==> config.mk <==
export PLATFORM = sky130hd
export DESIGN_NAME = apb_imem_port
export DESIGN_NICKNAME = d
export VERILOG_FILES = /design/src/hdl/fetch_pkg.sv /design/src/hdl/apb_imem_port.sv
export VERILOG_INCLUDE_DIRS = /design/src /design/src/hdl
export SDC_FILE = /design/constraint.sdc
export NUM_CORES = 1
export LEC_CHECK = 0
export BUFFER_PORTS_ARGS = -buffer_cell sky130_fd_sc_hd__buf_2
export CORE_MARGIN = 3
export CORE_UTILIZATION = 31
export DETAILED_ROUTE_END_ITERATION = 12
export PLACE_DENSITY = 0.58
export SLEW_MARGIN = 20
export SYNTH_ARGS = -nofsm -noshare
export SYNTH_HDL_FRONTEND = slang
export SYNTH_SLANG_ARGS = --single-unit
==> constraint.sdc <==
create_clock -name clk -period 1.6 [get_ports clk]
set_input_delay 0.32 -clock clk [delete_from_list [all_inputs] [get_ports clk]]
set_output_delay 0.32 -clock clk [all_outputs]
set_load 0.01 [all_outputs]
==> src/hdl/fetch_config.svh <==
// size and reset macros for the fetch subsystem, included by the RTL, the packages and the testbench
`ifndef FETCH_CONFIG_SVH
`define FETCH_CONFIG_SVH

// word address bits of the instruction RAM
// 10 bits gives 1024 words, 4 KB
`define FETCH_IWIDTH 10

// PC after reset, word address
// the fetch stage sits here in IDLE until a start
`define FETCH_RESET_PC 30'h0000_0000

// APB byte address width
// anything at or above 2^(FETCH_IWIDTH+2) is outside the RAM
`define FETCH_APB_AW 16

`endif
==> src/hdl/fetch_pkg.sv <==
// pipeline and bus types of the fetch subsystem: redirect request, IF/ID payload, APB, line write
`include "fetch_config.svh"

package fetch_pkg;

	typedef struct packed {
		logic        trap;     // highest priority, goes to mtvec
		logic        mret;     // back to mepc
		logic        jump;     // jal, jalr, taken branch
		logic [29:0] jump_adr;
		logic [29:0] mtvec;
		logic [29:0] mepc;
	} redirect_t;

	typedef struct packed {
		logic        valid;
		logic [29:0] pc;   // word address
		logic [31:0] inst;
	} if_id_t;

	typedef struct packed {
		logic                     psel;
		logic                     penable;
		logic                     pwrite;
		logic [`FETCH_APB_AW-1:0] paddr;
		logic [31:0]              pwdata;
	} apb_req_t;

	typedef struct packed {
		logic        pready;
		logic [31:0] prdata;
		logic        pslverr;
	} apb_rsp_t;

	typedef struct packed {
		logic                     wen;
		logic [`FETCH_IWIDTH-3:0] idx;  // line index
		logic [3:0][31:0]         data; // word k in bits 32k+31:32k
	} line_wr_t;

	typedef enum logic {IDLE, RUN} fetch_state_e;

	typedef enum logic {SETUP, RD_WAIT} apb_state_e;

endpackage

==> src/hdl/apb_imem_port.sv <==
// APB slave for the monitor: four word writes refill one RAM line, reads return one word
`timescale 1ns/1ps
`include "fetch_config.svh"

module apb_imem_port (
	input  logic                     clk,
	input  logic                     rst_n,
	input  fetch_pkg::apb_req_t      i_apb,
	output fetch_pkg::apb_rsp_t      o_apb,
	output fetch_pkg::line_wr_t      o_line,
	output logic [`FETCH_IWIDTH-1:0] o_mon_adr,
	input  logic [31:0]              i_mon_data
);
	import fetch_pkg::*;

	apb_state_e state;
	logic             access;
	logic             range_err;
	logic             wr_ok;
	logic             ready;
	logic [3:0][31:0] stage;      // staged refill words
	logic             line_go_q;
	logic [`FETCH_IWIDTH-3:0] line_idx_q;

	assign access    = i_apb.psel & i_apb.penable;
	assign range_err = |i_apb.paddr[`FETCH_APB_AW-1:`FETCH_IWIDTH+2];
	assign wr_ok     = access & i_apb.pwrite & ~range_err;

	// writes end in the first access cycle, reads wait one for the RAM
	assign ready = access & (i_apb.pwrite | (state == RD_WAIT));

	assign o_apb = '{
		pready:  ready,
		prdata:  (state == RD_WAIT && !range_err) ? i_mon_data : 32'd0,
		pslverr: ready & range_err
	};

	assign o_mon_adr = i_apb.paddr[`FETCH_IWIDTH+1:2];

	always_ff @(posedge clk or negedge rst_n) begin
		if (!rst_n) begin
			state     <= SETUP;
			line_go_q <= 1'b0;
		end else begin
			line_go_q <= wr_ok & (i_apb.paddr[3:2] == 2'd3); // last word of the line
			case (state)
				SETUP:   if (access && !i_apb.pwrite) state <= RD_WAIT;
				RD_WAIT: state <= SETUP;
				default: state <= SETUP;
			endcase
		end
	end

	always_ff @(posedge clk) begin
		if (wr_ok) begin
			stage[i_apb.paddr[3:2]] <= i_apb.pwdata;
			line_idx_q <= i_apb.paddr[`FETCH_IWIDTH+1:4];
		end
	end

	assign o_line = '{wen: line_go_q, idx: line_idx_q, data: stage};

endmodule

==> impl.org, run 1 <==
** Setup path
- STA puts the critical path data arrival time at 1.38 ns.
- CP Class :: input port to output pin
- STA classifies the critical path startpoint as an input port.
- Required time of the worst setup path :: 1.28 ns
- Cell with the largest stage delay on the worst path :: sky130_fd_sc_hd__nor4_4
- Worst setup EP type :: output pin
- Maximum cell stage delay along the critical path :: 0.20 ns
- Worst path cell trace :: buf_6, buf_6, nor4_4, buf_6, clkbuf_16, and3_1, buf_2
- By instance count, the cell type seen most on the critical path is sky130_fd_sc_hd__buf_6.
- In this run the worst path has a maximum fanout of 8.

** Floorplan
- Pin placement for this block handled 266 I/O pins.
- Die footprint :: 0.0162 mm2
- Number of cell rows :: 43
- Floorplan die height :: 127 um
- Area of the core :: 0.0141 mm2
- Die Span X :: 127 um
- The initial utilization of the core area, before any placement, comes to 0.323.

** CTS
- Root buffer selected by CTS :: sky130_fd_sc_hd__clkbuf_16
- The clock reaches the later pin of the worst-skew pair after 0.40 ns.
- Num CTS Buffers :: 17
- TritonCTS built the clock tree.
- Count of clock tree sinks :: 138
- Maximum buffer depth of the clock tree :: 2
- Register clock-pin slew on the reported worst setup and hold paths :: 0.06 ns
- The H-tree generated during clock tree synthesis spans 4 levels.

** Global route
- The number of global-route vias before repair is 3049.
- M3 GR Usage :: 0.0447
- Wire length of the first global-routing pass :: 16800 um
- The number of antenna violations at the first check in global routing is 0.
- Total routing usage reported by global routing :: 0.142
- Leftover overflow at the end of global routing :: 0
- Busiest metal layer after global routing :: met2
- In the global route stage, met1 resource usage came out at 0.147.
- Pin count of the biggest net entering global routing :: 34
- Grt met2 use :: 0.261

** Power
- Overall power consumption after layout is estimated at 0.00818 W.
- Across the VDD grid, the largest voltage drop is 0.599 mV.
- Leak pwr :: 2.98 nW
- Power per cell area :: 1130 mW/mm2

** Timing
- Clock skew on the completed layout was measured at 0 ns.
- Final worst path period need :: 1.70 ns
- Setup repair after global routing could not meet its margin everywhere.
- Measured against its own limit, the worst slew margin works out to 0.827.
- Setup violations remaining at the end of the flow were counted as 32.
- For the pin with the worst max-slew slack, the measured transition is 0.258 ns.
- Hold is met by 0.103 ns.
- After layout, the worst setup slack is -0.103 ns.
- Final Slew Violations :: 0
- The number of failing hold endpoints at the final stage is 0.
- For this run, the top clock speed supported by timing is 587 MHz.
- Dividing the final minimum period by the clock period gives 1.06.

** Detailed routing
- Total number of vias :: 2993
- Detail-routed net length per standard cell :: 17.9 um
- The detail route stage leaves a number of antenna-violating nets equal to 0.
- Using the TritonRoute via totals, the vias-per-cell ratio works out to 4.41.
- The detailed router finished its first iteration with 172 violations.
- The first detailed-routing pass took 4 iterations.
- WL final :: 12200 um
- DR DRC count :: 0

** Synthesis
- The most used flip-flop cell after synthesis is sky130_fd_sc_hd__edfxtp_1.
- Leading area contributor after synthesis :: sky130_fd_sc_hd__edfxtp_1
- Counting flops with a built-in enable in the synthesized netlist gives 136.
- The synthesized netlist occupies a cell area of 0.00455 mm2.
- Compound-gate portion of the synthesized area :: 0
- Most frequent cells after synthesis :: sky130_fd_sc_hd__edfxtp_1, sky130_fd_sc_hd__and3_1, sky130_fd_sc_hd__buf_4, sky130_fd_sc_hd__clkbuf_1
- Of the total synthesized cell area, the portion taken by AND, OR, NAND and NOR gates is 0.0657.
- Count of distinct cell types in the synthesized netlist :: 14
- The share of synthesized area in the top cell type comes to 0.898.
- Cell types occupying the most area after synthesis :: sky130_fd_sc_hd__edfxtp_1, sky130_fd_sc_hd__and3_1, sky130_fd_sc_hd__buf_4
- The average instance in the mapped netlist occupies 22.4 um2.
- Adder-Cell Fraction of Synth Area :: 0
- The portion of synthesized area spent on multiplexers is 0.
- For this run, the number of Yosys warnings is 0.
- Of the total synthesized cell area, the portion taken by XOR and XNOR cells is 0.
- Fraction of synthesis flops using an asynchronous set or reset pin :: 0.0145
- Number of synthesized register bits :: 138
- Synthesis produced a netlist with a net count of 288.
- By area, the combinational part of the netlist is dominated by simple AND/OR/NAND/NOR gates.
- The share of the Yosys chip area taken by registers is 0.909.
- Cell with the most instances after synthesis :: sky130_fd_sc_hd__edfxtp_1
- Counting every instance in the synthesized netlist gives 203.

** Cells and area
- Antenna diode instance count :: 0
- Post-route cell area :: 0.00723 mm2
- At the end of the flow the core is filled with cells to 0.513.
- For this run, the post-layout net count is 572.
- After the flow finishes, the layout carries non-filler instances totaling 679.
- Layout overhead on the synthesized area :: 59.0%
- Of the cells placed in the final design, the portion with a size suffix greater than 1 is 0.687.

** Job
- The tool flagged a number of max-cap violations equal to 0.

** Place
- The placed instances occupy a cell area of 0.00620 mm2.
- I/O Buffers :: 263
- Number of instances in the placed design :: 643
- Weighted congestion reported at the end of routability-driven placement :: 0.854
- Total half-perimeter wirelength after legalization and detailed placement :: 8640 um

** Min path
- The min-delay analysis places its worst path in the category input port to flop.

** Status
- The final reports fail on negative setup slack.
- The run finished, with violations left.
## worst paths after layout
kind	to	slack, ns	cells past startpoint	startpoint
max	o_apb[30]	-0.10	7	i_apb[47]
min	line_idx_q[1]$_DFFE_PP_	0.10	1	i_apb[37]
max reg2reg	state$_DFF_PN0_	0.75	2	state$_DFF_PN0_
min reg2reg	state$_DFF_PN0_	0.64	2	state$_DFF_PN0_
max in group asynchronous	state$_DFF_PN0_	1.25	2	rst_n
min in group asynchronous	state$_DFF_PN0_	0.25	2	rst_n
## area by class of cell
cell class                      instances  area (um2)
Fill cell                            1174        6860
Sequential cell                       138        4140
Timing Repair Buffer                  283        1790
Multi-Input combinational cell         46         479
Clock buffer                           17         425
Tap cell                              180         225
Clock inverter                         14         179
Inverter                                1        3.75
## through the flow
stage / TNS, ns / worst slack (ns)
3_3_place_gp: -45.00 / -0.354
4_1_cts: -1.51 / -0.0737
3_5_place_dp: -47.86 / -0.366
2_1_floorplan: -104.55 / -0.919
5_1_grt: -2.81 / -0.124
6_report: -1.82 / -0.103
## per-layer routing
layer  up-vias  part of all wire
met5         -                 0
met4         0             0.016
met3        17             0.079
met2       175              0.55
met1      1441              0.35
li1       1360                 -
## power breakdown
part	leakage, nW	switching, W	internal, W
Combinational	1.44	0.000144	0.000132
Clock	0.291	0.00135	0.00258
Sequential	1.25	0.00000363	0.00398
Total	2.98	0.00149	0.00669
## sequential cells by signal, summed over array words and instances, names as in the netlist
| register | count |
|---|---|
| line_go_q | 1 |
| line_idx_q | 8 |
| o_line | 128 |
| state | 1 |
## worst max-delay path: cells and delay by family
kind          cells  cell delay, ns
buf+inv           5            0.69
simple gates      2            0.37
## placed cells by master, fill, tap and decap left out
cell type                       instances
sky130_fd_sc_hd__nand3_1                1
sky130_fd_sc_hd__nor3_2                 1
sky130_fd_sc_hd__inv_6                  1
sky130_fd_sc_hd__nor4b_4                1
sky130_fd_sc_hd__clkinvlp_4             2
sky130_fd_sc_hd__nor3_1                 1
sky130_fd_sc_hd__nor3_4                 1
sky130_fd_sc_hd__clkinv_2               3
sky130_fd_sc_hd__buf_12                 6
sky130_fd_sc_hd__buf_2                235
sky130_fd_sc_hd__buf_4                  6
sky130_fd_sc_hd__nand2_1                2
sky130_fd_sc_hd__or4_4                  1
sky130_fd_sc_hd__clkinv_1               3
sky130_fd_sc_hd__clkbuf_16             20
sky130_fd_sc_hd__and3_4                25
sky130_fd_sc_hd__dlygate4sd3_1          1
sky130_fd_sc_hd__dfrtp_1                1
sky130_fd_sc_hd__inv_1                  1
sky130_fd_sc_hd__nor4_4                 3
sky130_fd_sc_hd__nor2_1                 3
sky130_fd_sc_hd__dfrtp_2                1
sky130_fd_sc_hd__clkinv_4               1
sky130_fd_sc_hd__and3_1                 7
sky130_fd_sc_hd__bufinv_16              4
sky130_fd_sc_hd__buf_6                 32
sky130_fd_sc_hd__edfxtp_1             136
## cells by family after synthesis
family	Yosys count
buffers and inverters	19
flip-flops	138
AND/OR/NAND/NOR	46
## what timing repair did
item / CTS / global route
resized for setup: 6 / 57
buffers inserted: 1 / 1
hold buffers: 1 / 0
gates cloned: 0 / 4
endpoints found under the hold margin: 2 / 0
pin swaps: 0 / 22
endpoints found under the setup margin: 33 / 33
No activity file was read; power rests on OpenSTA's default activity.
==> run 2, diff against run 1 <==
- ABC_AREA: default -> 1
- GPL_TIMING_DRIVEN: default -> 0
- SLEW_MARGIN: 20 -> 0
==> impl.org, run 2 <==
** Global route
- For this run, global-route usage on met2 was measured as 0.237.
- In this run the most used layer during global routing was met2.
- For met3 alone, demand over resource in global routing was 0.0783.
- The total overflow left after global routing is 0.
- Pin count of the biggest net entering global routing :: 18
- Total routing usage reported by global routing :: 0.138
- The number of antenna violations at the first check in global routing came to 1.
- The first global-routing pass estimated 16700 um of wire.
- Fraction of met1 tracks used by global routing :: 0.139
- The number of global-route vias before repair came to 3052.

** Floorplan
- I/O pin count :: 266
- Die footprint :: 0.0167 mm2
- Starting density of the core :: 0.320
- Die Span X :: 129 um
- Area of the core :: 0.0147 mm2
- Number of cell rows :: 44
- Floorplan die height :: 129 um

** Cells and area
- For this run, the post-layout net count is 617.
- Leaving out filler cells and counting taps, the final layout contains 729.
- Highest-count cells in the layout ignoring fill and taps :: sky130_fd_sc_hd__buf_2, sky130_fd_sc_hd__edfxtp_1, sky130_fd_sc_hd__inv_1, sky130_fd_sc_hd__nor2_2, sky130_fd_sc_hd__clkbuf_16
- At the end of the flow the core is filled with cells to 0.490.
- The register with the most flip-flops in the layout has 128 of them.
- Relative to the synthesized area, the layout overhead comes to 53.2%.
- 0 antenna diodes ended up in the layout.
- Of the cells placed in the final design, the portion with a size suffix greater than 1 is 0.661.
- Most common library cell in the layout ignoring fill and taps :: sky130_fd_sc_hd__buf_2

** Synthesis
- Post-Syn Area per Cell :: 19.7 um2
- Synthesis produced 239 cells.
- The synthesized design contains 136 enable-type register cells.
- In this run the cell area of the synthesized design comes to 0.00470 mm2.
- The Yosys step of the flow raised 0 warnings.
- The commonest cells after synthesis are sky130_fd_sc_hd__edfxtp_1, sky130_fd_sc_hd__inv_1, sky130_fd_sc_hd__nor2_2, sky130_fd_sc_hd__buf_4, sky130_fd_sc_hd__nand2_1.
- In the synthesized netlist the dominant register cell turns out to be sky130_fd_sc_hd__edfxtp_1.
- The synthesized design contains 138 register bits.
- The netlist uses 12 different library cells.
- sky130_fd_sc_hd__edfxtp_1 takes more of the synthesized area than any other cell.
- Synthesis produced a netlist with a net count of 324.
- Share of Yosys cell area claimed by the top area cell type :: 0.869
- Yosys attributes the largest share of cell area to sky130_fd_sc_hd__edfxtp_1, sky130_fd_sc_hd__nor2_2, sky130_fd_sc_hd__inv_1.
- Cell with the most instances after synthesis :: sky130_fd_sc_hd__edfxtp_1
- For this run, asynchronously set or reset flops after synthesis account for 0.0145.
- Share of the yosys chip area belonging to registers :: 0.880

** Detailed routing
- The pre-antenna-repair detailed-routing pass consisted of 4 iterations.
- For this run, design rule violations remaining after detail routing come to 0.
- Dividing the detail-routed via count by the number of cells gives 4.20.
- Summed over all layers, the routed wires come to 11600 um.
- 1st-iter DRT viols :: 94
- Total number of vias :: 3059
- Detail-routed net length per standard cell :: 15.9 um
- Once detail routing completed, the nets flagged for antenna violations numbered 0.

** Timing
- Worst-case headroom to the max-slew limit :: 0.531
- Clock Skew :: 0 ns
- Part of the cycle the worst path needs :: 1.03
- Final worst path period need :: 1.65 ns
- The count of pins over their slew limit was 0.
- Setup violations remaining at the end of the flow were counted as 34.
- Worst Setup Slack, final :: -0.0528 ns
- Endpoints failing hold :: 0
- Based on the critical path, the design can be clocked at up to 605 MHz.
- Unrepaired setup endpoints after global routing :: yes
- Worst-Margin Slew :: 0.700 ns

** Power
- Power per cell area :: 1150 mW/mm2
- Leak pwr :: 3.17 nW
- IR Drop Worst-Case VDD :: 0.846 mV
- The design draws 0.00825 W.

** Setup path
- Broken down by cell family, the worst path's largest delay share belongs to flip-flops.
- In this run the worst path has a maximum fanout of 4.
- The worst setup path is launched from a flop.
- By startpoint and endpoint, the worst setup path is classified as flop to output pin.
- STA classifies the critical path endpoint as an output pin.
- Worst path cell trace :: nand3_4, buf_4, nor2_1, buf_2
- At the worst endpoint, the arrival time is 1.33 ns.
- The number of buffers and inverters on the critical path is 2.
- The slowest stage of the critical path is the sky130_fd_sc_hd__dfrtp_1 cell.
- Required time of the worst setup path :: 1.28 ns
- Maximum cell stage delay along the critical path :: 0.39 ns

** CTS
- Count of clock tree sinks :: 138
- Register clock-pin slew on the reported worst setup and hold paths :: 0.06 ns
- TritonCTS created 17 clock buffers.
- Clock tree from TritonCTS :: yes
- In this run the clock root is driven by a sky130_fd_sc_hd__clkbuf_16.
- Maximum buffer depth of the clock tree :: 2
- At the later pin of the worst-skew pair, clock insertion delay measures 0.41 ns.
- In this run the number of H-tree levels came out at 4.

** Place
- Number of instances in the placed design :: 694
- During placement, the flow inserted port buffers numbering 263.
- Post-placement worst setup slack :: -0.221 ns
- The congestion estimate from routability-driven global placement came to 0.732.
- Summed over all nets, the half-perimeter wirelength after detailed placement is 8990 um.

** Status
- Status :: finished, violations left
- Violated checks :: negative setup slack

** Job
- Number of violations of the max-capacitance limit :: 0

** Min path
- HP Class :: input port to flop
run 2: cell types whose count changed in the layout (fill, tap and decap cells not counted), moves of 7 or more:
cell,change
sky130_fd_sc_hd__buf_2,+27
sky130_fd_sc_hd__buf_4,+8
sky130_fd_sc_hd__buf_16,+8
sky130_fd_sc_hd__nor2_2,+28
sky130_fd_sc_hd__and3_1,-7
sky130_fd_sc_hd__buf_6,-31
sky130_fd_sc_hd__inv_1,+34
sky130_fd_sc_hd__and3_4,-25
run 2: what timing repair did:
action,4_1_cts,5_1_grt
endpoints found under the hold margin,2,0
setup endpoints to repair,30,34
gates resized for setup,4,3
hold buffers,1,0
setup buffers,2,0
pin swaps,0,0
run 2: per-layer routing:
metal	vias up	routed length, um
met5	-	9
met4	2	221
met3	19	1300
met2	182	5990
met1	1433	4050
li1	1423	-
run 2: worst paths after layout:
kind | slack [ns] | end | cells past startpoint | startpoint
hold reg to reg | 0.62 | state$_DFF_PN0_ | 2 | state$_DFF_PN0_
max in group asynchronous | 1.29 | line_go_q$_DFF_PN0_ | 2 | rst_n
setup reg to reg | 0.80 | state$_DFF_PN0_ | 2 | state$_DFF_PN0_
min in group asynchronous | 0.22 | state$_DFF_PN0_ | 2 | rst_n
hold / removal | 0.09 | line_idx_q[6]$_DFFE_PP_ | 1 | i_apb[42]
setup / recovery | -0.05 | o_apb[1] | 4 | state$_DFF_PN0_
run 2: cell type report:
cell class	count	area, um2
sequential	138	4130
timing repair buffer	274	1570
tap	184	230
clock inverter	15	188
fill	1271	7500
clock buffer	17	425
inverter	35	131
multi-input combinational	51	385
buffer	15	135
run 2: cell families after synthesis:
group                  Yosys count  synth area share
and+or+nand+nor                 51            0.0655
buffers and inverters           50            0.0543
DFF                            138             0.880
run 2: stage by stage:
step | instance area (um2) | setup TNS, ns | hold WS, ns
2_1_floorplan | 4760 | -28.50 | 0.0244
4_1_cts | 7190 | -2.39 | 0.0740
3_5_place_dp | 6530 | -9.03 | 0.112
3_3_place_gp | 6310 | -129.81 | 0.110
5_1_grt | 7200 | -3.72 | 0.0671
6_report | 7200 | -0.988 | 0.0945
run 2: power breakdown:
part           switching (W)  total (W)  internal [W]
Combinational       0.000142   0.000267      0.000126
Clock                0.00152    0.00400       0.00249
Sequential        0.00000281    0.00398       0.00398
==> run 3, diff against run 2 <==
- SKIP_CTS_REPAIR_TIMING: default -> 1
==> impl.org, run 3 (synthesis results as in run 2) <==
** Cells and area
- The register with the most flip-flops in the layout has 128 of them.
- Area of all sequential standard cells :: 0.00413 mm2
- For this run, the post-layout net count is 617.
- The top cell types in the final layout, fill and taps aside, are sky130_fd_sc_hd__buf_2, sky130_fd_sc_hd__edfxtp_1, sky130_fd_sc_hd__inv_1, sky130_fd_sc_hd__nor2_2, sky130_fd_sc_hd__clkbuf_16.
- Layout overhead on the synthesized area :: 52.9%
- Most common library cell in the layout ignoring fill and taps :: sky130_fd_sc_hd__buf_2
- Multi-input logic area :: 380 um2
- The repair_antennas step left the layout with diodes totalling 0.
- At the end of the flow the core is filled with cells to 0.489.
- Of the cells placed in the final design, the portion with a size suffix greater than 1 is 0.661.
- After filler insertion, the fill cell instance count of the layout stands at 1274.

** Timing
- Clock Skew :: 0 ns
- The number of failing hold endpoints at the final stage was 0.
- Final worst path period need :: 1.68 ns
- Dividing the final minimum period by the clock period gives 1.05.
- Final setup fails :: 34
- Setup repair after global routing could not meet its margin everywhere.
- Achievable Freq :: 595 MHz
- Worst-case headroom to the max-slew limit :: 0.533
- Worst Setup Slack, final :: -0.0808 ns
- Final Slew Violations :: 0
- For the pin with the worst max-slew slack, the measured transition is 0.698 ns.

** Floorplan
- The die is 129 um wide.
- Area of the core :: 0.0147 mm2
- From bottom edge to top edge, the die measures 129 um.
- I/O pin count :: 266
- In this run the core area contains 44 standard-cell rows.
- Starting density of the core :: 0.320
- The floorplan step defined a die boundary enclosing 0.0167 mm2.

** CTS
- Clock latency on the worst-skew pair, taken at its later pin, is 0.41 ns.
- The clock passes through at most 2 buffers.
- TritonCTS built the clock tree.
- Num CTS Buffers :: 17
- Clock tree synthesis found a total of 138 sinks.
- Number of H-tree levels :: 4
- The root buffer cell chosen for the clock tree is sky130_fd_sc_hd__clkbuf_16.
- Clock-pin slew was measured on the worst setup and hold paths at 0.06 ns.

** Global route
- The number of global-route vias before repair is 3025.
- Number of antenna violations at the first check in global routing :: 1
- The first global-routing pass estimated 16600 um of wire.
- Leftover overflow at the end of global routing :: 0
- Pin count of the biggest net entering global routing :: 18
- Total routing usage reported by global routing :: 0.137

** Place
- The congestion estimate from routability-driven global placement came to 0.732.
- Summed over all nets, the half-perimeter wirelength after detailed placement is 8990 um.
- Post-placement worst setup slack :: -0.221 ns
- I/O Buffers :: 263

** Power
- IR Drop Worst-Case VDD :: 0.846 mV
- In this run the power density over the cells is 1150 mW/mm2.
- In this run the static leakage power is 3.17 nW.

** Detailed routing
- DR DRC count :: 0
- The final layout contains routed wiring with a total length of 11600 um.
- Once detail routing completed, the nets flagged for antenna violations numbered 0.
- Via/cell ratio :: 4.18
- Detail-routed net length per standard cell :: 15.9 um
- Total number of vias :: 3049
- Detailed Routing Iterations Pass 1 :: 4
- After the first detailed-routing iteration, the DRC count stood at 101.

** Setup path
- Data on the critical path is required at its endpoint by 1.28 ns.
- Arrival @ worst endpoint :: 1.36 ns
- CP Class :: flop to output pin
- The worst setup path is captured at an output pin.
- Along the worst path, the maximum fanout reaches 3.
- Setup crit start kind :: flop

** Job
- Number of violations of the max-capacitance limit :: 0

** Status
- The final reports fail on negative setup slack.
- The run finished, with violations left.

** Min path
- The min-delay analysis places its worst path in the category input port to flop.
run 3: changes by cell type in the layout (fill, tap and decap cells not counted):
cell                     delta
sky130_fd_sc_hd__nor2_2     +1
sky130_fd_sc_hd__buf_8      -1
sky130_fd_sc_hd__nor2_4     -1
sky130_fd_sc_hd__buf_2      +1
run 3: per-layer routing:
layer / track usage / routed length [um] / vias up
met3: 0.0783 / 1340 / 19
met2: 0.234 / 5930 / 184
met1: 0.140 / 4050 / 1422
li1: - / - / 1422
met5: 0 / 15 / -
met4: 0.0519 / 218 / 2
run 3: final cells by class:
cell class,instances,area share
sequential,138,0.576
timing repair buffer,274,0.217
clock buffer,17,0.0592
multi-input combinational,51,0.0530
tap,184,0.0321
clock inverter,15,0.0261
buffer,15,0.0183
inverter,35,0.0183
run 3: where the power goes:
group          switching (W)  leakage (nW)  internal, W
registers         0.00000304          1.25      0.00398
clock network        0.00152         0.304      0.00249
logic               0.000140          1.61     0.000125
run 3: critical path, cell delays in order (launching register included):
cell and delay, ns:
sky130_fd_sc_hd__dfrtp_1 0.42, sky130_fd_sc_hd__buf_4 0.15, sky130_fd_sc_hd__nor2_2 0.08, sky130_fd_sc_hd__nor2_2 0.05, sky130_fd_sc_hd__buf_4 0.12, sky130_fd_sc_hd__buf_2 0.13
run 3: final timing paths:
| check | depth (start not counted) | endpoint | start | slack, ns |
|---|---|---|---|---|
| max | 5 | o_apb[33] | state$_DFF_PN0_ | -0.08 |
| min | 1 | line_idx_q[6]$_DFFE_PP_ | i_apb[42] | 0.09 |
| max reg2reg | 1 | state$_DFF_PN0_ | state$_DFF_PN0_ | 0.93 |
| min reg2reg | 1 | state$_DFF_PN0_ | state$_DFF_PN0_ | 0.52 |
| max in group asynchronous | 2 | line_go_q$_DFF_PN0_ | rst_n | 1.29 |
| min in group asynchronous | 2 | state$_DFF_PN0_ | rst_n | 0.21 |
run 3: stage by stage:
stage / setup TNS (ns) / instance area [um2] / total power (W) / hold slack [ns] / cells
floorplan: -28.50 / 4760 / 0.00415 / 0.0244 / 239
global placement: -129.81 / 6310 / 0.00431 / 0.110 / 686
detailed placement: -9.03 / 6530 / 0.00432 / 0.112 / 694
CTS: -2.92 / 7140 / 0.00835 / -0.339 / 726
global route: -4.27 / 7180 / 0.00854 / 0.0671 / 729
finish: -1.54 / 7180 / 0.00825 / 0.0949 / 729
